### src/stream_cfg.svh
`ifndef STREAM_CFG_SVH
`define STREAM_CFG_SVH

//////////////////////////////
// burst transfers
//////////////////////////////

// 32-bit words moved per burst in either direction
// input side holds back anything below one burst
`define STREAM_BURST_LEN 16

//////////////////////////////
// buffer sizes
//////////////////////////////

// input FIFO depth in packed 32-bit words
// power of two so the pointers wrap on their own
`define STREAM_IN_DEPTH 64

// output FIFO depth in 32-bit words
// must hold at least one burst
`define STREAM_OUT_DEPTH 64

// bulk memory depth in 32-bit words
// power of two so the circular addresses wrap on their own
`define STREAM_BULK_DEPTH 1024

`endif

### src/stream_pkg.sv
`include "stream_cfg.svh"

package stream_pkg;

	//////////////////////////////
	// data path words
	//////////////////////////////

	// one sample as written by the source
	typedef logic [15:0] sample_t;

	// two samples side by side
	// first-written sample sits in bits 15:0
	typedef logic [31:0] packed_t;

	//////////////////////////////
	// levels and counts
	//////////////////////////////

	// larger of the two FIFO depths
	localparam int fifo_depth_max = (`STREAM_IN_DEPTH > `STREAM_OUT_DEPTH) ?
		`STREAM_IN_DEPTH : `STREAM_OUT_DEPTH;

	// the bulk fill travels on the same level type
	localparam int lvl_depth = (fifo_depth_max > `STREAM_BULK_DEPTH) ?
		fifo_depth_max : `STREAM_BULK_DEPTH;

	// one extra bit so a completely full buffer is representable
	localparam int lvl_w = $clog2(lvl_depth) + 1;

	// fill level in 32-bit words
	typedef logic [lvl_w-1:0] fifo_lvl_t;

	// host-visible count in 16-bit words
	typedef logic [31:0] count_t;

endpackage

### src/host_out_fifo.sv
`timescale 1ns/100ps

`include "stream_cfg.svh"

module host_out_fifo (
	input  logic                  ti_clk,
	input  logic                  reset,
	input  logic                  out_push,
	input  stream_pkg::packed_t   out_word,
	input  logic                  fifo_read_from,
	output stream_pkg::packed_t   fifo_data_out,
	output stream_pkg::fifo_lvl_t out_level,
	input  stream_pkg::count_t    usb3_blocksize,
	output logic                  fifo_out_rdy
);

	localparam int depth = `STREAM_OUT_DEPTH;
	localparam int ptr_w = $clog2(depth);

	stream_pkg::packed_t mem [0:depth-1];

	logic [ptr_w-1:0] wr_ptr;
	logic [ptr_w-1:0] rd_ptr;

	logic push;
	logic pop;

	// mover checks room before a burst so a full drop should not occur
	assign push = out_push && (out_level != stream_pkg::fifo_lvl_t'(depth));
	// empty read is ignored
	assign pop  = fifo_read_from && (out_level != '0);

	//////////////////////////////
	// storage and output word
	//////////////////////////////

	always_ff @(posedge ti_clk) begin
		if (push) begin
			mem[wr_ptr] <= out_word;
		end
		// output word only moves on a real pop
		// so an underflow repeats the last word
		if (pop) begin
			fifo_data_out <= mem[rd_ptr];
		end
	end

	//////////////////////////////
	// pointers, level, ready flag
	//////////////////////////////

	always_ff @(posedge ti_clk) begin
		if (reset) begin
			wr_ptr       <= '0;
			rd_ptr       <= '0;
			out_level    <= '0;
			fifo_out_rdy <= 1'b0;
		end else begin
			if (push) begin
				wr_ptr <= wr_ptr + 1'b1;
			end
			if (pop) begin
				rd_ptr <= rd_ptr + 1'b1;
			end
			case ({push, pop})
				2'b10:   out_level <= out_level + 1'b1;
				2'b01:   out_level <= out_level - 1'b1;
				default: out_level <= out_level;
			endcase
			// block ready against the registered level
			fifo_out_rdy <= (stream_pkg::count_t'(out_level) >= usb3_blocksize);
		end
	end

endmodule

### config.mk
export PLATFORM = sky130hd
export DESIGN_NAME = host_out_fifo
export DESIGN_NICKNAME = d
export VERILOG_FILES = /design/src/stream_pkg.sv /design/src/host_out_fifo.sv
export VERILOG_INCLUDE_DIRS = /design/src
export SDC_FILE = /design/constraint.sdc
export NUM_CORES = 2
export LEC_CHECK = 0
export ABC_AREA = 0
export BUFFER_PORTS_ARGS = -buffer_cell sky130_fd_sc_hd__buf_2
export CAP_MARGIN = 0
export CORE_MARGIN = 4
export CORE_UTILIZATION = 55
export CTS_CLUSTER_DIAMETER = 80
export DETAILED_ROUTE_END_ITERATION = 7
export PLACE_DENSITY = 0.71
export SYNTH_ARGS = -nofsm -noshare
export SYNTH_HDL_FRONTEND = slang
export SYNTH_SLANG_ARGS = --single-unit
export TNS_END_PERCENT = 50
### constraint.sdc
create_clock -name ti_clk -period 5.7 [get_ports ti_clk]
set_input_delay 1.14 -clock ti_clk [delete_from_list [all_inputs] [get_ports ti_clk]]
set_output_delay 1.14 -clock ti_clk [all_outputs]
set_load 0.005 [all_outputs]
# Word level (Yosys, flattened, before mapping)

Memories as Yosys holds them, arrays and structs flattened. A register that Yosys moved wholly into a read port is not among the register bits.
Cells that the tools add are included.

Register bits after elaboration: 24
Bits in latches: 0
Memory bits (writable): 2,048
Memories: 1
Output and inout bits: 44
ROM bits: 0
Word-level logic and storage cells: 20

Magnitude comparators: 1
Bitwise gates (word level): 0
Multiplexer cells: 3
Div/mod/pow operators: 0
Multipliers: 0
Shift operators: 0
Equality and inequality tests: 3
Add/subtract/negate cells: 4
Reduce and logical (&&, ||, !) cells: 4

Memory list:

| name | words | width | rd ports | clocked after memory_dff | wr ports | RTL line            | RTL |
|---|---|---|---|---|---|---|---|
| mem  | 64    | 32    | 1        | 1                        | 1        | host_out_fifo.sv:20 | `stream_pkg::packed_t mem [0:depth-1];` |

Operator list:

| operator                                                                 | count |
|---|---|
| 11-bit by 32-bit >= comparator with 1-bit output                         | 1 |
| 11-bit one-hot mux with 2 select lines                                   | 1 |
| 6-bit by 1-bit adder with 6-bit output, second input constant            | 2 |
| 11-bit by 1-bit adder with 11-bit output, second input constant          | 1 |
| 11-bit by 7-bit inequality test with 1-bit output, second input constant | 1 |
| 11-bit nonzero test                                                      | 1 |
| 11-bit by 1-bit subtractor with 11-bit output, second input constant     | 1 |
| 2-bit by 1-bit equality test with 1-bit output, second input constant    | 1 |
| 2-bit equality test, second input constant                               | 1 |
| 1-bit logical AND                                                        | 2 |
| 1-bit 2-to-1 mux                                                         | 2 |
| 2-bit nonzero test                                                       | 1 |

# Logic depth before layout (Yosys ltp)

Word-level depth: 4
Depth in mapped cells: 12
Gate-level depth less buffers: 12

# Worst setup path before layout

OpenSTA, ideal clock, no wires.

Kind: input to register
Start: input port fifo_read_from
End: register out_level[10]
Arrival: 5,538 ps
Path slack: 41 ps
Buffers on the path: 0
Stages: 10
Data required time: 5,579 ps
Path through: inv_1 a41oi_1 ha_1 ha_1 nor2b_1 o31a_1 o31a_1 o211ai_1 or3b_1 mux2_2

Longest elaborated chain between the ends: 3

RTL lines:

| element                                                                                      | RTL line            | RTL |
|---|---|---|
| from (decl)                                                                                  | host_out_fifo.sv:10 | `input logic fifo_read_from,` |
| 1-bit logical AND *                                                                          | host_out_fifo.sv:31 | `assign pop = fifo_read_from && (out_level != '0);` |
| net pop                                                                                      | host_out_fifo.sv:26 | `logic pop;` |
| 2-bit by 1-bit equality test with 1-bit output / 2-bit equality test (equally long branches) | host_out_fifo.sv:65 | `case ({push, pop})` |
| 11-bit one-hot mux with 2 select lines / 2-bit nonzero test (equally long branches)          | -                   |  |
| to (signal assigned)                                                                         | host_out_fifo.sv:66 | `2'b10: out_level <= out_level + 1'b1;` |
| to (signal assigned)                                                                         | host_out_fifo.sv:67 | `2'b01: out_level <= out_level - 1'b1;` |
| to (signal assigned)                                                                         | host_out_fifo.sv:68 | `default: out_level <= out_level;` |
| to (decl)                                                                                    | host_out_fifo.sv:12 | `output stream_pkg::fifo_lvl_t out_level,` |

The timed path passes the listed nets; every way through them passes the cells marked *.
A chain may end at the register's enable or synchronous reset.

# Final worst setup path

Start: register out_level[10]
End: register out_level[10]

Longest elaborated chain between the ends: 4

RTL lines:

| element |
|---|
| branches (longest 4 deep; another with 11-bit by 1-bit subtractor with 11-bit output) |

Parallel ways; which one is timed is not known.

==> impl_results.md <==
* Status: finished clean
* Number of global-route vias before repair at ~40k
* Vias at about 40k
* Dpl hpwl at around 120000 µm
* Row cnt at 140
* Core ar. at between 100000 and 150000 µm²
* Final setup fails at 0
* Clk pwr share at 0.357
* Pwr/cell area at 403 nW/µm²
* Crit path capture type: flop
* EDFF count, synth at about 2.1k
* Die ar. at between 150000 and 200000 µm²
* Non-filler instance count after layout at between 6k and 7k
* Synth top cells by count: 2080 x edfxtp_1, 476 x mux4_2, 185 x mux2i_1
* Seq/Total Area, Yosys at 0.777
* Placed cells at 5724
* Unrepaired setup endpoints after global routing: false
* Ys flop type: edfxtp_1
* Yosys Warn Count at 0
* Fin nets at around 4.1k
* Worst slew pin tran at roughly 1.2 ns
* #FFs+latches synth at roughly 2.1k
* Sequential cell fraction of total power at 0.475
* VDD IR max at around 0.31 mV
* Worst min path class: flop to flop
* CP bufs+invs at 2
* Die outline width at 392 µm
* Fin crit share at 0.763
* Int Pwr at ~28000 µW
* Wire per inst at ~34 µm
* DR top layer: met5
* Worst path max stage delay at roughly 0.70 ns
* Gate power share at 0.168
* Pre-antenna DRT Iters at 6
* Total Wirelength at slightly above 200000 µm
* Synth top area share at 0.771
* Reg clk slew, reported paths at 0.06 ns
* Asr flop ratio synth at 0
* LEAKAGE at 0.0284 µW
* Pwr Total at 36800 µW
* Worst Path Required at 6.41 ns
* CTS H-tree lvls at 4
* Post-CTS resize count at 0
* Vias per inst at between 6 and 7
* DRC at 0
* Total GRT Usage at 0.273
* Worst R2R Start: out_level[10]
* Net Count, Synth at 3818
* Crit path max-delay family: simple AND/OR/NAND/NOR gates
* Share of cells above drive strength 1 at 0.272
* Critical Path, Cell by Cell: nor4_1 > a41oi_1 > buf_4 > inv_1 > ha_1 > ha_1 > nor2b_1 > o31a_1 > o31a_1 > o211ai_1 > or3b_1 > mux2_2
* CTS tree: yes
* Final ANT Viol Nets at 0
* Flop-to-flop setup slack at around 1.3 ns
* Largest net degree at the start of global routing at 80
* CTS Sinks at roughly 2.1k
* WL met1 at 77900 µm
* Routed wl met3 at between 20000 and 25000 µm
* Final hold violations at 0
* Max_cap viols at 0
* First-pass GRT wire length at between 200000 and 300000 µm
* Area Growth Syn to Fin at 12.9%
* TNS Setup at 0 ns
* Switching Share at 0.252
* Hold path start: wr_ptr[2]
* Slowest CP cell: nor4_1
* Boundary pin count at 112
* Switching component of the power at 9290 µW
* Bufs on Longest Clock Path at 3
* Root Buffer: clkbuf_16
* Min Tclk post-route at about 4.4 ns
* Clk_skew at around 0.028 ns
* Number of CTS-inserted buffers at 200
* Top cell type by total area after synthesis: edfxtp_1
* Fmax at between 200 and 250 MHz
* First DRT Iteration DRCs at 5684
* Synth cell types at 66
* Post-synthesis average cell area at 21.7 µm²
* Final core utilization at 0.626
* Die Ht at approximately 400 µm
* Starting Density at 0.555
* Dominant cell by count in the synthesized netlist: edfxtp_1
* Hold buffers post-CTS at 0
* Fin Hold WS at approximately 0.55 ns
* Crit path launch: out_level[10]
* GRT overflow at 0
* Slew Limit Fails at 0
* Initial antenna violation count at 11
* Crit path DAT at roughly 5 ns
* Post-CTS setup repair buffer count at 0
* Critical Path Start Type: flop
* Final GP Congestion at between 0.8 and 0.9
* Metal2 WL at 99800 µm
* Mapped Area at around 81000 µm²
* CP Max Fanout at 14
* CP Class: flop to flop
* IO Port Bufs at around 110
* Worst-skew pair later-pin latency at 0.82 ns
* Cells after Synth at between 3k and 4k
* Worst slew margin at 0.169
* Synth top area cells: edfxtp_1 77%, mux4_2 13%, mux2i_1 2.3%, nand2_1 0.79%, dfxtp_1 0.59%
[tightest hold or removal path: stages (launching register included)]
cell and delay [ns]:
dfxtp_1 0.36, xor2_1 0.08, nor2_1 0.07
[per-stage QoR]
stage          instance area (µm²)  worst slack, ns
2_1_floorplan                81000           0.0412
6_report                     91500             1.35
5_1_grt                      91500             1.07
4_1_cts                      91500             1.32
3_5_place_dp                 85000             1.18
3_3_place_gp                 85000             1.21
[layer usage]
| layer | up-vias | track usage |
|---|---|---|
| met5 | - | 0 |
| met2 | 2228 | 0.433 |
| met4 | 6 | 0.0971 |
| met3 | 387 | 0.0650 |
| li1 | 16300 | - |
| met1 | 21000 | 0.378 |
[cell type report]
cell class / instances / area, µm²
Sequential cell: 2104 / 63000
Timing Repair Buffer: 284 / 2100
Multi-Input combinational cell: 1393 / 17400
Fill cell: 9731 / 54600
Inverter: 26 / 103
Antenna cell: 4 / 10.0
Clock inverter: 125 / 1220
Tap cell: 1917 / 2400
Clock buffer: 248 / 5280
[layout by cell type (no fill, tap or decap), types with 7 or more instances in the layout]
master and count:
a2111oi_0 17, nand3_1 12, a22oi_1 7, a21oi_1 71
clkinv_2 34, clkbuf_1 41, inv_1 22, nor4_1 9
nor3_1 17, edfxtp_1 2080, dfxtp_1 18, mux2i_1 185
bufinv_16 20, a211o_1 11, o21ai_0 38, xnor2_1 7
ha_1 23, buf_4 157, nor2_1 46, clkbuf_16 202
a221oi_1 21, clkinv_1 51, buf_2 108, mux4_2 476
buf_12 19, nor2_4 65, o21ai_1 15, nand2_1 170
a221o_1 7, o31ai_1 9, o221ai_1 33, nor2b_1 7
o211ai_1 17, o22ai_1 39
[power by group through the flow]
stage          registers, µW  clock network (µW)  logic [µW]
6_report               17500               13200        6180
5_1_grt                17500               14000        6530
4_1_cts                17500               13300        6250
3_5_place_dp           17800                   0        6210
3_3_place_gp           17800                   0        6160
2_1_floorplan          17700                   0        4240
[registers in the layout, summed over array words and instances, names as in the netlist]
name	count
mem	2048
rd_ptr	6
fifo_data_out	32
out_level	11
fifo_out_rdy	1
wr_ptr	6
[cells by family (layout without fill, tap and decap cells)]
logic type	after synthesis	count (layout)	share of synthesized area
multiplexers	667	667	0.156
AND/OR/NAND/NOR	357	357	0.0187
buffers and inverters	229	683	0.0151
adder cells (fa/ha/maj)	24	24	0.00380
flip-flops	2104	2104	0.777
AO/OA/AOI/OAI	333	333	0.0284
XOR/XNOR	12	12	0.00130
other	0	4	0
[path summary, 6_finish.rpt]
| check | end | cells after the start |
|---|---|---|
| worst max-delay path | out_level[10] | 12 |
| worst min-delay path | wr_ptr[2] | 2 |
| worst max register to register | out_level[10] | 12 |
| worst min register to register | wr_ptr[2] | 2 |
(Power assumes the default switching activity.)
