### src/stream_cfg.svh
`ifndef STREAM_CFG_SVH
`define STREAM_CFG_SVH

//////////////////////////////
// burst transfers
//////////////////////////////

// 32-bit words moved per burst in either direction
// input side holds back anything below one burst
`define STREAM_BURST_LEN 16

//////////////////////////////
// buffer sizes
//////////////////////////////

// input FIFO depth in packed 32-bit words
// power of two so the pointers wrap on their own
`define STREAM_IN_DEPTH 64

// output FIFO depth in 32-bit words
// must hold at least one burst
`define STREAM_OUT_DEPTH 64

// bulk memory depth in 32-bit words
// power of two so the circular addresses wrap on their own
`define STREAM_BULK_DEPTH 1024

`endif

### src/stream_pkg.sv
`include "stream_cfg.svh"

package stream_pkg;

	//////////////////////////////
	// data path words
	//////////////////////////////

	// one sample as written by the source
	typedef logic [15:0] sample_t;

	// two samples side by side
	// first-written sample sits in bits 15:0
	typedef logic [31:0] packed_t;

	//////////////////////////////
	// levels and counts
	//////////////////////////////

	// larger of the two FIFO depths
	localparam int fifo_depth_max = (`STREAM_IN_DEPTH > `STREAM_OUT_DEPTH) ?
		`STREAM_IN_DEPTH : `STREAM_OUT_DEPTH;

	// the bulk fill travels on the same level type
	localparam int lvl_depth = (fifo_depth_max > `STREAM_BULK_DEPTH) ?
		fifo_depth_max : `STREAM_BULK_DEPTH;

	// one extra bit so a completely full buffer is representable
	localparam int lvl_w = $clog2(lvl_depth) + 1;

	// fill level in 32-bit words
	typedef logic [lvl_w-1:0] fifo_lvl_t;

	// host-visible count in 16-bit words
	typedef logic [31:0] count_t;

endpackage

### src/sample_pack_fifo.sv
`timescale 1ns/100ps

`include "stream_cfg.svh"

module sample_pack_fifo (
	input  logic                  ti_clk,
	input  logic                  reset,
	input  logic                  fifo_write_to,
	input  stream_pkg::sample_t   fifo_data_in,
	input  logic                  in_pop,
	output stream_pkg::packed_t   in_word,
	output stream_pkg::fifo_lvl_t in_level,
	output logic                  in_half_pending
);

	localparam int depth = `STREAM_IN_DEPTH;
	localparam int ptr_w = $clog2(depth);

	// packed word storage
	stream_pkg::packed_t mem [0:depth-1];

	logic [ptr_w-1:0] wr_ptr;
	logic [ptr_w-1:0] rd_ptr;

	// first sample of a pair waiting for its partner
	stream_pkg::sample_t low_half;

	logic full;
	logic push;

	assign full = (in_level == stream_pkg::fifo_lvl_t'(depth));

	// second sample of a pair completes a word
	// a full queue loses the whole pair
	assign push = fifo_write_to && in_half_pending && !full;

	// head word is shown directly
	// the mover takes it in the same cycle as in_pop
	assign in_word = mem[rd_ptr];

	//////////////////////////////
	// storage
	//////////////////////////////

	always_ff @(posedge ti_clk) begin
		if (fifo_write_to && !in_half_pending) begin
			low_half <= fifo_data_in;
		end
		// newer sample goes in the high half
		if (push) begin
			mem[wr_ptr] <= {fifo_data_in, low_half};
		end
	end

	//////////////////////////////
	// pointers and level
	//////////////////////////////

	always_ff @(posedge ti_clk) begin
		if (reset) begin
			wr_ptr          <= '0;
			rd_ptr          <= '0;
			in_level        <= '0;
			in_half_pending <= 1'b0;
		end else begin
			// every write flips between low and high half
			if (fifo_write_to) begin
				in_half_pending <= !in_half_pending;
			end
			if (push) begin
				wr_ptr <= wr_ptr + 1'b1;
			end
			if (in_pop) begin
				rd_ptr <= rd_ptr + 1'b1;
			end
			// level in packed words
			case ({push, in_pop})
				2'b10:   in_level <= in_level + 1'b1;
				2'b01:   in_level <= in_level - 1'b1;
				default: in_level <= in_level;
			endcase
		end
	end

endmodule

### config.mk
export PLATFORM = sky130hd
export DESIGN_NAME = sample_pack_fifo
export DESIGN_NICKNAME = d
export VERILOG_FILES = /design/src/stream_pkg.sv /design/src/sample_pack_fifo.sv
export VERILOG_INCLUDE_DIRS = /design/src
export SDC_FILE = /design/constraint.sdc
export NUM_CORES = 2
export LEC_CHECK = 0
export BUFFER_PORTS_ARGS = -buffer_cell sky130_fd_sc_hd__buf_4
export CORE_UTILIZATION = 30
export CTS_BUF_LIST = sky130_fd_sc_hd__clkbuf_2
export DETAILED_ROUTE_END_ITERATION = 16
export GPL_TIMING_DRIVEN = 0
export SLEW_MARGIN = 25
export SYNTH_ARGS = -nofsm -noshare
export SYNTH_HDL_FRONTEND = slang
export SYNTH_SLANG_ARGS = --single-unit
### constraint.sdc
create_clock -name ti_clk -period 3.3 [get_ports ti_clk]
set_input_delay 0.495 -clock ti_clk [delete_from_list [all_inputs] [get_ports ti_clk]]
set_output_delay 0.495 -clock ti_clk [all_outputs]
set_load 0.02 [all_outputs]
[After elaboration in Yosys (flattened, before gate mapping)]
Memory sizes are Yosys's and may differ from the RTL's. A register that Yosys moved wholly into a read port is not among the register bits.
Index checks and enable logic that the tools add are counted.
Word-level totals
  bits in registers: 40
  RAM bits: 2048
  input bits: 20
  output and inout bits: 44
  logic and storage cells: 24
  memories: 1
Memory list
  mem: depth 64, bits a word 32, read ports 1, clocked after memory_dff 1, write ports 1, RTL line sample_pack_fifo.sv:20  | stream_pkg::packed_t mem [0:depth-1];
Cells by class
  add/subtract/negate cells: 4
  eq/ne operators: 3
  mux-type cells: 5
  reduce and logical (&&, ||, !) cells: 6
Operators by type and width (count)
  11-bit case mux with 2 select lines: 1
  6-bit by 1-bit adder with 6-bit output (second input constant): 2
  6-bit two-way mux: 2
  11-bit by 1-bit adder with 11-bit output (second input constant): 1
  11-bit by 7-bit == test with 1-bit output (second input constant): 1
  11-bit by 1-bit subtractor with 11-bit output (second input constant): 1
  1-bit logical AND: 3
  2-bit by 1-bit == test with 1-bit output (second input constant): 1
  2-bit == test (second input constant): 1
  1-bit zero test: 2
  1-bit two-way mux: 2
  2-bit nonzero test: 1

[Logic depth before layout (Yosys ltp)]
  word-level depth: 5
  gate-level depth with buffers: 15
  depth with buffers taken out: 12

[Least setup slack after synthesis]
No wires, ideal clock.
  path type: flip-flop to flip-flop
  start point: register in_level[1]
  end point: memory mem[31][0] (netlist name), enable pin
  data arrival time: 3.129 ns
  path slack: -0.251 ns
  stages on the path, launching flop included: 8
  path buffers: 2
  clock period less this slack: 3.551 ns
  cell sequence: dfxtp_1 buf_2 nor4b_1 a31oi_1 and2_0 clkbuf_1 nand3_1 nor2_1
On the way
  cells in the longest elaborated chain, start to end: 5
Ends and longest elaborated chain
  start: declaration: RTL line sample_pack_fifo.sv:12  | output stream_pkg::fifo_lvl_t in_level,
  start signal: assignment: RTL line sample_pack_fifo.sv:78  | 2'b10: in_level <= in_level + 1'b1;
  start signal: assignment: RTL line sample_pack_fifo.sv:79  | 2'b01: in_level <= in_level - 1'b1;
  start signal: assignment: RTL line sample_pack_fifo.sv:80  | default: in_level <= in_level;
  11-bit by 7-bit == test with 1-bit output: RTL line sample_pack_fifo.sv:31  | assign full = (in_level == stream_pkg::fifo_lvl_t'(depth));
  1-bit zero test: RTL line sample_pack_fifo.sv:35  | assign push = fifo_write_to && in_half_pending && !full;
  1-bit logical AND: RTL line sample_pack_fifo.sv:35
  1-bit two-way mux: RTL line sample_pack_fifo.sv:50  | if (push) begin
  1-bit two-way mux (not written as such): RTL line sample_pack_fifo.sv:51  | mem[wr_ptr] <= {fifo_data_in, low_half};
  end: declaration: RTL line sample_pack_fifo.sv:20
No other way between the ends.

==> results by stage <==
Setup path:
- Data on the critical path arrives at its endpoint at 4.85 ns.
- The highest-delay cell along the critical path is sky130_fd_sc_hd__a22oi_2.
- The reg-to-reg setup timing slack is 0.03 ns.
- For the worst flop-to-flop path, the logic depth is 11.
- The endpoint required time on the critical path is 2.80 ns.
- The largest incremental delay on the critical path is 0.68 ns.
- Counting both buffers and inverters, the worst setup path holds a total of 4.
- The kind of start point of the critical path is a register.
- The family with the most delay on the worst path is multiplexers.
- The nature of the critical path endpoint is a primary output.
- The worst reg2reg path endpoint is mem[43][14].
- The highest fanout seen on the critical path is 9.
- The critical path goes through buf_12 -> buf_16 -> buf_16 -> mux4_2 -> mux4_2 -> a22oi_2 -> nand2_2 -> buf_6.
- The category of the critical setup timing path is reg2out.
- The reg-to-reg startpoint is in_level[3].

Min path:
- The hold path endpoint is mem[25][31].
- The worst min-delay path class is in2reg.
- The critical hold path startpoint is fifo_data_in[15].
- The number of cells traversed by the worst hold path is 4.

Route:
- The wire length on met3 is 18.7 mm.
- The detail-routed net length per standard cell is 27.2 um.
- The detailed router placed 40400 vias in this run.
- The iteration count of the initial detailed-routing pass is 5.
- After detailed routing, no signal wire sits above met4.
- Summed over all nets, wire length on met2 after detailed routing comes to 106 mm.
- The detailed router finished its first iteration with 4359 violations.
- The remaining design rule violation count is 0.
- The overall routed net length is 219 mm.
- The wire length on met1 is 83.9 mm.
- The vias per cell is 5.02.
- The remaining antenna violation count is 0.

Placement:
- The number of placed instances, taps included, is 7043.
- The HPWL after detailed placement is 142 mm.
- The number of I/O port buffers is 62.
- The area after detailed placement is 89000 um2.
- The post-placement worst setup slack is -1.67 ns.
- The congestion estimate from routability-driven global placement came to 0.989.

Clock tree:
- The cell sitting at the root of the clock tree is a sky130_fd_sc_hd__clkbuf_2.
- The total number of clock tree sinks is 2094.
- TritonCTS built the clock tree.
- Clock-pin slew was measured on the worst setup and hold paths at 0.10 ns.
- The clock buffer count from CTS is 539.
- In this run the deepest clock path goes through 4 buffers.
- The H-tree was split into 6 levels.
- The clock reaches the later pin of the worst-skew pair after 1.76 ns.

Logic synthesis:
- The most common cell in the synthesized netlist is sky130_fd_sc_hd__edfxtp_1.
- In this run, synthesis produced a sequential element count of 2094.
- Summed over all instances, the cell type with the most area after synthesis is sky130_fd_sc_hd__edfxtp_1.
- By count the netlist is led by sky130_fd_sc_hd__edfxtp_1 (2064), sky130_fd_sc_hd__mux4_2 (637), sky130_fd_sc_hd__nor2_1 (95).
- Synthesis produced a netlist with a net count of 3298.
- In the post-synthesis netlist, the biggest area contributors are sky130_fd_sc_hd__edfxtp_1 (78%), sky130_fd_sc_hd__mux4_2 (18%), sky130_fd_sc_hd__dfxtp_1 (0.75%).
- Yosys printed 0 warnings.
- The post-synthesis average cell area is 24.4 um2.
- The count of cell types in the netlist is 54.
- The synthesized design contains 2064 enable-type register cells.
- The sequential-to-total area share from yosys stat is 78.4%.
- The leading register cell type out of synthesis is sky130_fd_sc_hd__edfxtp_1.
- After synthesis the cells add up to 79800 um2.
- The proportion of register bits with asynchronous set or reset after synthesis is 0%.
- The share of synthesized area in the top cell type comes to 77.6%.
- The instance count of the mapped netlist is 3273.

Timing:
- Setup violations remaining at the end of the flow were counted as 32.
- In the finished design, the share of the clock period the worst path needs comes to 162%.
- Measured against its own limit, the worst slew margin works out to 19.3%.
- The clock period minus final worst setup slack is 5.35 ns.
- At the pin with the least slew margin, the transition time is 1.21 ns.
- The final hold slack is 0.368 ns.
- Setup repair after global routing could not meet its margin everywhere.
- The post-route worst setup slack is -2.05 ns.
- The highest achievable clock rate is 187 MHz.
- The final setup skew is 0.138 ns.
- The number of endpoints with negative hold slack in the final report is 0.
- The final number of max-transition violations is 0.

Power and ir drop:
- The peak supply drop is 0.365 mV.
- In this run the static leakage power is 30.3 nW.
- The share of total power dissipated in sequential elements is 58.8%.
- Combinational logic burns 9.2% of the power.
- The part of the total power dissipated in the clock network is 32.0%.
- The switching part of the total power is 25.1%.
- For this design the total switching power over the nets is 12.6 mW.
- Internal power comes to 37.5 mW.
- The power density over cell area is 516 nW/um2.

Finish:
- The layout has 24100 filler cells.
- Summing all flip-flop and latch instances after layout gives 62600 um2.
- The final-stage net count is 4239.
- The finished cells cover 97100 um2.
- In the final layout, the share of cells above drive strength 1 is 46.2%.
- Leaving out filler cells and counting taps, the final layout contains 8046.
- The multi-input combinational cells in the finished layout cover a total of 17500 um2.
- The growth of design area from synthesis to finish is 21.6%.

Floorplan:
- The initial core utilization is 30.1%.
- The floorplan step set the die height to 518 um.
- The floorplan step defined a die boundary enclosing 268000 um2.
- The region available for standard cell placement spans 265000 um2.
- The number of I/O pins is 64.
- The horizontal extent of the die is 518 um.
- The row count is 189.

GRT:
- The number of global-route vias before repair came to 41800.
- The global-route usage over all layers is 15.9%.
- The first-pass GRT wire length is 304 mm.
- The initial antenna violation count is 1.
- The total overflow left after global routing is 0.
- Entering global routing, the biggest net connects 66 pins.

Status:
- The flow ran to the end, but the final reports show violations.
- The final reports fail on setup timing.

Run:
- Max-cap violations in this run came to 0.
timing repair:
action | CTS | global route
resized for setup | 441 | 125
gates cloned | 1 | 2
hold buffers | 58 | 0
hold endpoints to repair | 1099 | 0
setup endpoints to repair | 1902 | 236
setup buffers | 58 | 49
pin swaps | 63 | 53
metal layers:
metal  track usage (%)  up-vias
met5                 0        -
met4              7.65        0
met3              3.38      407
met2              25.8     2121
met1              20.4    21500
li1                  -    16300
per-stage QoR:
step	setup TNS, ns	power, mW	utilization (%)
6_report	-60.15	50.0	36.7
5_1_grt	-65.14	51.9	36.7
4_1_cts	-67.85	50.1	36.3
3_5_place_dp	-589.27	33.8	33.6
3_3_place_gp	-4575.76	33.6	32.0
2_1_floorplan	-41.97	32.1	-
final cells by class:
type / count / share of cell area [%]
timing repair buffer: 405 / 6.66
sequential: 2094 / 64.5
tap: 3533 / 4.55
buffer: 176 / 1.96
antenna: 4 / 0.0103
clock inverter: 101 / 0.455
inverter: 3 / 0.0245
multi-input combinational: 995 / 18.1
clock buffer: 735 / 3.79
state kept, by name (all words and copies together) (netlist names), named ones only:
name             count
in_half_pending      1
in_level            11
low_half            16
mem               2048
rd_ptr               6
wr_ptr               6
power groups by stage:
stage	Combinational, mW	Sequential [mW]	Clock, mW
floorplan	2.01	30.1	0
global placement	3.32	30.2	0
detailed placement	3.76	30.0	0
CTS	4.33	29.4	16.4
global route	4.79	29.4	17.7
finish	4.61	29.4	16.0
worst register-to-register path, delay by kind of cell (launching register included):
family | cells | cell delay [ns]
simple gates | 4 | 1.44
buf+inv | 6 | 0.88
flops | 1 | 0.36
compound gates | 1 | 0.18
cell families after synthesis:
group,Yosys count,share of synthesized area [%]
buffers and inverters,184,1.03
AOI/OAI and AO/OA,117,1.04
DFF,2094,78.4
adders and majority gates,5,0.0784
muxes,649,18.1
xor gates and xnor gates,17,0.186
and+or+nand+nor,207,1.16
worst max path at each step:
| stage | to | cells past startpoint |
|---|---|---|
| 2_1_floorplan | mem[63][0] | 7 |
| 3_3_place_gp | mem[51][15] | 7 |
| 3_5_place_dp | in_word[18] | 8 |
| 4_1_cts | in_word[18] | 9 |
| 5_1_grt | in_word[1] | 10 |
| 6_report | in_word[8] | 8 |
layout by cell type, fill, tap and decap left out, drive strengths merged, types with 6 or more instances in the layout:
master | Yosys | routed
mux2i | 9 | 9
o21ai | 11 | 11
nand2 | 52 | 52
or3 | 8 | 8
nor3 | 6 | 6
mux4 | 637 | 637
inv | 2 | 15
buf | 97 | 462
nor2b | 16 | 16
edfxtp | 2064 | 2064
clkbuf | 84 | 812
dlygate4sd3 | 0 | 42
nor2 | 95 | 95
xnor2 | 7 | 7
a211oi | 7 | 7
clkinv | 1 | 87
xor2 | 10 | 10
a22oi | 58 | 58
nand3 | 8 | 8
dfxtp | 30 | 30
a21oi | 15 | 15
Power figures use the tool's default switching activity.
