### config.mk
export PLATFORM = sky130hd
export DESIGN_NAME = fill_monitor
export DESIGN_NICKNAME = d
export VERILOG_FILES = /design/src/stream_pkg.sv /design/src/fill_monitor.sv
export VERILOG_INCLUDE_DIRS = /design/src
export SDC_FILE = /design/constraint.sdc
export NUM_CORES = 1
export LEC_CHECK = 0
export BUFFER_PORTS_ARGS = -buffer_cell sky130_fd_sc_hd__buf_2
export CAP_MARGIN = 20
export CORE_UTILIZATION = 46
export DETAILED_ROUTE_END_ITERATION = 16
export HOLD_SLACK_MARGIN = 0.02
export PLACE_DENSITY = 0.82
export SYNTH_ARGS = -nofsm -noshare
export SYNTH_HDL_FRONTEND = slang
export SYNTH_SLANG_ARGS = --single-unit
export TNS_END_PERCENT = 50
### constraint.sdc
create_clock -name ti_clk -period 4.27 [get_ports ti_clk]
set_clock_uncertainty 0.05 [all_clocks]
set_input_delay 1.281 -clock ti_clk [delete_from_list [all_inputs] [get_ports ti_clk]]
set_output_delay 1.281 -clock ti_clk [all_outputs]
set_load 0.01 [all_outputs]
### src/stream_cfg.svh
`ifndef STREAM_CFG_SVH
`define STREAM_CFG_SVH

//////////////////////////////
// burst transfers
//////////////////////////////

// 32-bit words moved per burst in either direction
// input side holds back anything below one burst
`define STREAM_BURST_LEN 16

//////////////////////////////
// buffer sizes
//////////////////////////////

// input FIFO depth in packed 32-bit words
// power of two so the pointers wrap on their own
`define STREAM_IN_DEPTH 64

// output FIFO depth in 32-bit words
// must hold at least one burst
`define STREAM_OUT_DEPTH 64

// bulk memory depth in 32-bit words
// power of two so the circular addresses wrap on their own
`define STREAM_BULK_DEPTH 1024

`endif

### src/stream_pkg.sv
`include "stream_cfg.svh"

package stream_pkg;

	//////////////////////////////
	// data path words
	//////////////////////////////

	// one sample as written by the source
	typedef logic [15:0] sample_t;

	// two samples side by side
	// first-written sample sits in bits 15:0
	typedef logic [31:0] packed_t;

	//////////////////////////////
	// levels and counts
	//////////////////////////////

	// larger of the two FIFO depths
	localparam int fifo_depth_max = (`STREAM_IN_DEPTH > `STREAM_OUT_DEPTH) ?
		`STREAM_IN_DEPTH : `STREAM_OUT_DEPTH;

	// the bulk fill travels on the same level type
	localparam int lvl_depth = (fifo_depth_max > `STREAM_BULK_DEPTH) ?
		fifo_depth_max : `STREAM_BULK_DEPTH;

	// one extra bit so a completely full buffer is representable
	localparam int lvl_w = $clog2(lvl_depth) + 1;

	// fill level in 32-bit words
	typedef logic [lvl_w-1:0] fifo_lvl_t;

	// host-visible count in 16-bit words
	typedef logic [31:0] count_t;

endpackage

### src/fill_monitor.sv
`timescale 1ns/100ps

module fill_monitor (
	input  logic                  ti_clk,
	input  logic                  reset,
	input  stream_pkg::fifo_lvl_t in_level,
	input  logic                  in_half_pending,
	input  stream_pkg::fifo_lvl_t bulk_fill,
	input  stream_pkg::fifo_lvl_t out_level,
	output stream_pkg::count_t    input_fifo_numwords,
	output stream_pkg::count_t    sdram_numwords,
	output stream_pkg::count_t    output_fifo_numwords,
	output stream_pkg::count_t    num_words_in_fifo
);

	stream_pkg::count_t in_cnt;
	stream_pkg::count_t bulk_cnt;
	stream_pkg::count_t out_cnt;

	// all counts in 16-bit words
	// each packed word holds two samples
	// plus the unpaired sample waiting on the input side
	assign in_cnt   = (stream_pkg::count_t'(in_level) << 1) +
		stream_pkg::count_t'(in_half_pending);
	assign bulk_cnt = stream_pkg::count_t'(bulk_fill) << 1;
	assign out_cnt  = stream_pkg::count_t'(out_level) << 1;

	// words in flight inside the mover are not counted
	always_ff @(posedge ti_clk) begin
		if (reset) begin
			input_fifo_numwords  <= '0;
			sdram_numwords       <= '0;
			output_fifo_numwords <= '0;
			num_words_in_fifo    <= '0;
		end else begin
			input_fifo_numwords  <= in_cnt;
			sdram_numwords       <= bulk_cnt;
			output_fifo_numwords <= out_cnt;
			// total from the same levels so it matches the parts
			num_words_in_fifo    <= in_cnt + bulk_cnt + out_cnt;
		end
	end

endmodule

* Word-level counts from Yosys, hierarchy flattened
Cells that the tools add are included.
Word-level totals: flip-flop bits (word level) 128, bits of input ports 36
Cells by class: $add $sub $neg 3
Operator list (number):
- adder 14 x 12 -> 15 bit | 1
- adder 13 x 12 -> 14 bit | 1
- adder 12 x 1 -> 13 bit | 1

* Depth between registers and ports, before layout
Gate-level depths: netlist (run 1).
depth after elaboration 3, mapped depth 10, mapped depth without buffers 10

* Least setup slack after synthesis (run 1)
No wires, ideal clock.
path kind input-to-reg, start point input in_level[1], end point register num_words_in_fifo[12], setup time 0.128 ns, data arrival time 3.108 ns, required time 4.092 ns, path slack 0.985 ns, cell stages on the path 8, path buffers 0, cell sequence fa_1 > ha_1 > fa_1 > a21oi_4 > o221ai_2 > a211oi_2 > xnor2_1 > nor2_1
On the way: longest elaborated chain between the ends 3
Ends and longest elaborated chain:
- start: declaration | line fill_monitor.sv:6 | input stream_pkg::fifo_lvl_t in_level,
- adder 12 x 1 -> 13 bit | line fill_monitor.sv:23 | assign in_cnt = (stream_pkg::count_t'(in_level) << 1) +
- adder 13 x 12 -> 14 bit | line fill_monitor.sv:40 | num_words_in_fifo <= in_cnt + bulk_cnt + out_cnt;
- adder 14 x 12 -> 15 bit | line fill_monitor.sv:40
- end signal: assignment | line fill_monitor.sv:40
- end: declaration | line fill_monitor.sv:13 | output stream_pkg::count_t num_words_in_fifo
No other way between the ends. A chain may end at the register's enable or synchronous reset.

* Worst setup path in the final report (run 1)
Ends and elaborated chain as after synthesis.

==> results.yml, run 1 <==
min_path:
  min_to: "num_words_in_fifo[0]"
  hp-start: "in_half_pending"
  worst_hold_path_type: "in2reg"
  hold_depth: 2
worst_setup_path:
  crit_path_start_kind: "input pin"
  end_kind: "flop"
  crit_top_cell: "fa_1"
  critPathKind: "in2reg"
  crit_family: "adder cells"
  crit_fanout: 3
  crit_chain: "buf_2 -> fa_1 -> ha_1 -> fa_1 -> a21oi_4 -> o221ai_2 -> a211oi_2 -> xnor2_1 -> nor2_1"
  cp.arrival_ns: 3.40
  slowest_stage: "fa_1"
  crit_buf_inv: 1
  cp.required_ns: 4.39
  critical-path-max-stage-delay_ns: 0.50
routing:
  antenna_left: 0
  drt-total-wl_um: 4210
  avgRoutedWirePerCell_um: 10.3
  first_iter_violations: 70
  vias_per_cell: 4.07
  drtPass1Iterations: 4
  drc: 0
  num_vias: 1667
job:
  drv_cap: 0
cells_and_area:
  nNetsFinal: 397
  drive_gt1_share_pct: 28.5
  syn_to_final_growth_pct: 11.4
  fin_util_pct: 54.0
  postLayoutCellArea_mm2: 0.00281
  layout_commonest_cell: "buf_2"
  diodes: 0
  final_cells: 410
  final_cell_mix: "83 x buf_2, 80 x conb_1, 47 x dfxtp_1"
clock_tree:
  cts_buffers: 5
  cts.sinks: 47
  cts_resized: 0
  path_clk_slew_ns: 0.09
  cts_tree: "yes"
  cts_buffer_depth: 2
  clockRootBuffer: "clkbuf_8"
  cts_max_level: 2
  cts_hold_buf: 0
  post-cts-setup-buffers: 0
floorplan:
  num_rows: 26
  die_y_um: 76.0
  start_util_pct: 48.4
  coreArea_mm2: 0.00520
  die-area_mm2: 0.00578
  fp.dieW_um: 76.0
  io_pins: 164
timing:
  setup_violations: 0
  fin_crit_sh_pct: 76.8
  slew_headroom_pct: 43.4
  rsz0062_at_grt: "false"
  fmax_mhz: 305
  tightest_slew_ns: 0.848
  holdWs_ns: 1.13
  fin_setup_tns_ns: 0
  slew_violations: 0
  hold_viol: 0
  fin_crit_ns: 3.28
yosys:
  synth.avg_cell_area_um2: 9.85
  ys_warn_count: 0
  ys_ff_latch: 47
  ys_seq_area_share_pct: 37.3
  synthMuxAreaShare_pct: 0.893
  synth_compound_area_share_pct: 6.15
  synth-simple-area-share_pct: 12.9
  synthTopCellsByArea: "dfxtp_1 37%, buf_4 24%, fa_1 9.5%, nor2b_1 7.9%, ha_1 5.0%"
  synth_edf_count: 0
  synth_top_cell_area_share_pct: 37.3
  synth_xor_area_share_pct: 1.74
  netlist_area_mm2: 0.00252
  ys_types: 30
  syn_inst: 256
  synth-main-ff-cell: "dfxtp_1"
  synth_top_area_cell: "dfxtp_1"
  yosys.area_share.adder_pct: 14.5
  async_flop_share_pct: 0
  synth_top_family_by_area: "buffers and inverters"
placement:
  placedCellCount: 402
  place_area_mm2: 0.00269
  dp_hpwl_um: 3400
  place_congestion: 0.869
  io_buffers: 83
power:
  power_density_mw_per_mm2: 407
  p_leak_nw: 1.48
  ir_drop_v: 0.000213
global_route:
  grt_pass1_wl_um: 6740
  grt_antenna_before_repair: 0
  first_global_vias: 1488
  grt_usage_pct: 15.0
  gr-total-overflow: 0
  grt_max_degree: 50
status:
  outcome: "complete, no violations"
[cell families (layout without fill, tap and decap cells)]
kind of cell | count (synthesis) | count (layout)
buf+inv | 96 | 101
simple gates | 62 | 62
flops | 47 | 47
fa+ha+maj | 22 | 22
compound gates | 21 | 21
xor+xnor | 5 | 5
mux | 2 | 2
other cells | 1 | 80
[metrics by stage]
step / power (mW) / setup slack (ns)
6_report: 1.14 / 0.992
5_1_grt: 1.21 / 0.933
4_1_cts: 1.15 / 1.01
3_5_place_dp: 0.822 / 0.725
3_3_place_gp: 0.815 / 0.763
2_1_floorplan: 0.774 / 0.985
[synth_stat cells (3+ instances only)]
cell,instances
dfxtp_1,47
fa_1,12
nand2_1,5
xnor2_1,4
ha_1,10
clkbuf_1,4
nand3_1,3
inv_1,10
nor2b_1,32
nor2_1,18
a21oi_1,5
o21ai_0,5
buf_4,81
[how the worst max path moves through the flow]
stage | slack (ns) | start | cells after the start | to
detailed placement | 0.72 | in_level[1] | 9 | num_words_in_fifo[12]
floorplan | 0.98 | in_level[1] | 8 | num_words_in_fifo[12]
CTS | 1.01 | in_level[1] | 9 | num_words_in_fifo[12]
global route | 0.93 | in_level[1] | 9 | num_words_in_fifo[10]
global placement | 0.76 | in_level[1] | 9 | num_words_in_fifo[12]
finish | 0.99 | in_level[1] | 9 | num_words_in_fifo[12]
[routing by layer]
metal	GRT usage [%]	vias to the layer above	part of all wire (%)
li1	-	810	-
met1	16.3	741	38
met2	26.2	107	50
met3	4.43	9	10
met4	7.88	0	2.2
met5	0	-	0
[cell type report]
class | count | area (um^2)
timing repair buffer | 83 | 415
multi-input combinational | 192 | 1210
sequential | 47 | 941
clock inverter | 3 | 46.3
tap | 70 | 87.6
inverter | 10 | 37.5
fill | 460 | 2400
clock buffer | 5 | 68.8
[state kept, by name, indices dropped and copies added, names as in the netlist]
| register | flops |
|---|---|
| num_words_in_fifo | 14 |
| input_fifo_numwords | 11 |
| output_fifo_numwords | 11 |
| sdram_numwords | 11 |
[power by group]
| group | leakage, nW | internal, mW | switching (mW) |
|---|---|---|---|
| logic | 1.04 | 0.129 | 0.191 |
| clock network | 0.0548 | 0.176 | 0.154 |
| registers | 0.392 | 0.482 | 0.0109 |
| total | 1.48 | 0.787 | 0.356 |
Note: power is estimated with default switching activity, not from simulation.
==> inputs of run 2 (changes only) <==
CORE_UTILIZATION = 38   (was 46)
PLACE_DENSITY = 0.72   (was 0.82)
clock period = 2.67 ns   (was 4.27 ns; I/O delays follow)
==> run 2 against run 1 <==
Compared with the run above:
- worst hold slack lost 0.47 ns
- highest routed layer unchanged
- combinational power grew 79%
- sequential share of layout area shrank 1.3 points
- largest cell class unchanged
- final cell count grew 5.1%
- final area grew 4.1%
- critical endpoint is now num_words_in_fifo[10]
- non-clock buffer count grew 14
- utilization shrank 8.2 points
- die area grew 20%
- power grew 58%
==> results.yml, run 2 (synthesis gave the netlist of run 1 again) <==
status:
  outcome: "complete, no violations"
cells_and_area:
  largest_register_ffs: 14
  final_cell_mix: "83 x buf_2, 80 x conb_1, 47 x dfxtp_1"
  syn_to_final_growth_pct: 16.0
  drive_gt1_share_pct: 32.8
  nNetsFinal: 411
  layout_commonest_cell: "buf_2"
  fin_util_pct: 45.8
  fillers: 585
  top_register: "num_words_in_fifo"
  diodes: 0
timing:
  fin_crit_ns: 2.65
  rsz0062_at_grt: "true"
  hold_viol: 0
  slew_headroom_pct: 59.8
  fin_crit_sh_pct: 99.2
  setup_violations: 0
  fmax_mhz: 378
  slew_violations: 0
  tightest_slew_ns: 0.603
placement:
  place_congestion: 0.729
  io_buffers: 83
  dp_hpwl_um: 3490
global_route:
  grt_max_degree: 34
  gr-total-overflow: 0
  first_global_vias: 1519
  grt_pass1_wl_um: 6730
  grt_usage_pct: 11.9
  grt_antenna_before_repair: 0
clock_tree:
  cts_tree: "yes"
  cts_max_level: 2
  cts_hold_buf: 0
  cts_buffers: 5
  clockRootBuffer: "clkbuf_8"
  post-cts-setup-buffers: 0
  cts_buffer_depth: 2
  path_clk_slew_ns: 0.09
  cts.sinks: 47
power:
  p_leak_nw: 1.55
  power_density_mw_per_mm2: 618
  power_mw: 1.81
  ir_drop_v: 0.000352
min_path:
  worst_hold_path_type: "in2reg"
routing:
  drtPass1Iterations: 4
  drt-total-wl_um: 4260
  num_vias: 1720
  antenna_left: 0
  avgRoutedWirePerCell_um: 9.89
  drc: 0
  first_iter_violations: 52
  vias_per_cell: 3.99
worst_setup_path:
  cp.arrival_ns: 2.76
  end_kind: "flop"
  critPathKind: "in2reg"
  crit_path_start_kind: "input pin"
  cp.required_ns: 2.78
  slowest_stage: "fa_1"
  crit_fanout: 3
  crit_buf_inv: 1
  crit_chain: "buf_2 -> fa_1 -> ha_2 -> fa_2 -> a21oi_4 -> o221ai_1 -> a21oi_1 -> xor2_1 -> nor2_1"
  crit_family: "adder cells"
  critical-path-max-stage-delay_ns: 0.50
floorplan:
  die-area_mm2: 0.00696
  fp.dieW_um: 83.5
  die_y_um: 83.5
  num_rows: 29
  start_util_pct: 39.5
  coreArea_mm2: 0.00639
  io_pins: 164
job:
  drv_cap: 0
run 2: cell count changes in the layout (fill, tap and decap cells not counted), sizes merged:
cell / delta
buf: +14
clkbuf: +1
inv: -1
bufinv: -1
clkinv: +1
run 2: layout make-up:
| cell class | instances | area (um^2) | share of cell area [%] |
|---|---|---|---|
| Clock inverter | 2 | 16.3 | 0.556 |
| Tap cell | 77 | 96.3 | 3.29 |
| Multi-Input combinational cell | 192 | 1230 | 42.1 |
| Timing Repair Buffer | 97 | 520 | 17.8 |
| Inverter | 10 | 37.5 | 1.28 |
| Clock buffer | 6 | 82.6 | 2.82 |
| Sequential cell | 47 | 941 | 32.2 |
run 2: path summary, 6_finish.rpt:
| check | start | to | cells after the start |
|---|---|---|---|
| setup / recovery | in_level[1] | num_words_in_fifo[10] | 9 |
| hold / removal | in_half_pending | num_words_in_fifo[0] | 2 |
run 2: timing repair:
action / in CTS / in global routing
resized for setup: 1 / 2
pin swaps: 0 / 1
setup endpoints to repair: 1 / 5
run 2: metrics by stage:
stage	instances	TNS, ns	hold WS (ns)	setup slack, ns	area [um^2]
after detailed placement	423	-1.41	0.966	-0.290	2810
after floorplan	335	-0.0502	0.879	-0.0247	2820
after global routing	431	-0.158	0.689	-0.0777	2930
final	431	0	0.662	0.0212	2930
after CTS	431	0	0.662	0.0136	2920
after global placement	423	-1.29	0.967	-0.289	2810
run 2: metal layers:
layer	GRT usage, %	wire length (um)	part of all wire, %	vias up
met5	0	0	0	-
met4	3.54	40	0.94	0
met3	4.55	495	12	6
met2	22.1	2140	50	111
met1	12.5	1590	37	766
li1	-	-	-	837
run 2: report_power, final:
| part | total, mW | switching [mW] | internal (mW) |
|---|---|---|---|
| combinational | 0.572 | 0.320 | 0.252 |
| sequential | 0.789 | 0.0185 | 0.770 |
| clock | 0.447 | 0.236 | 0.211 |
| total | 1.81 | 0.574 | 1.23 |
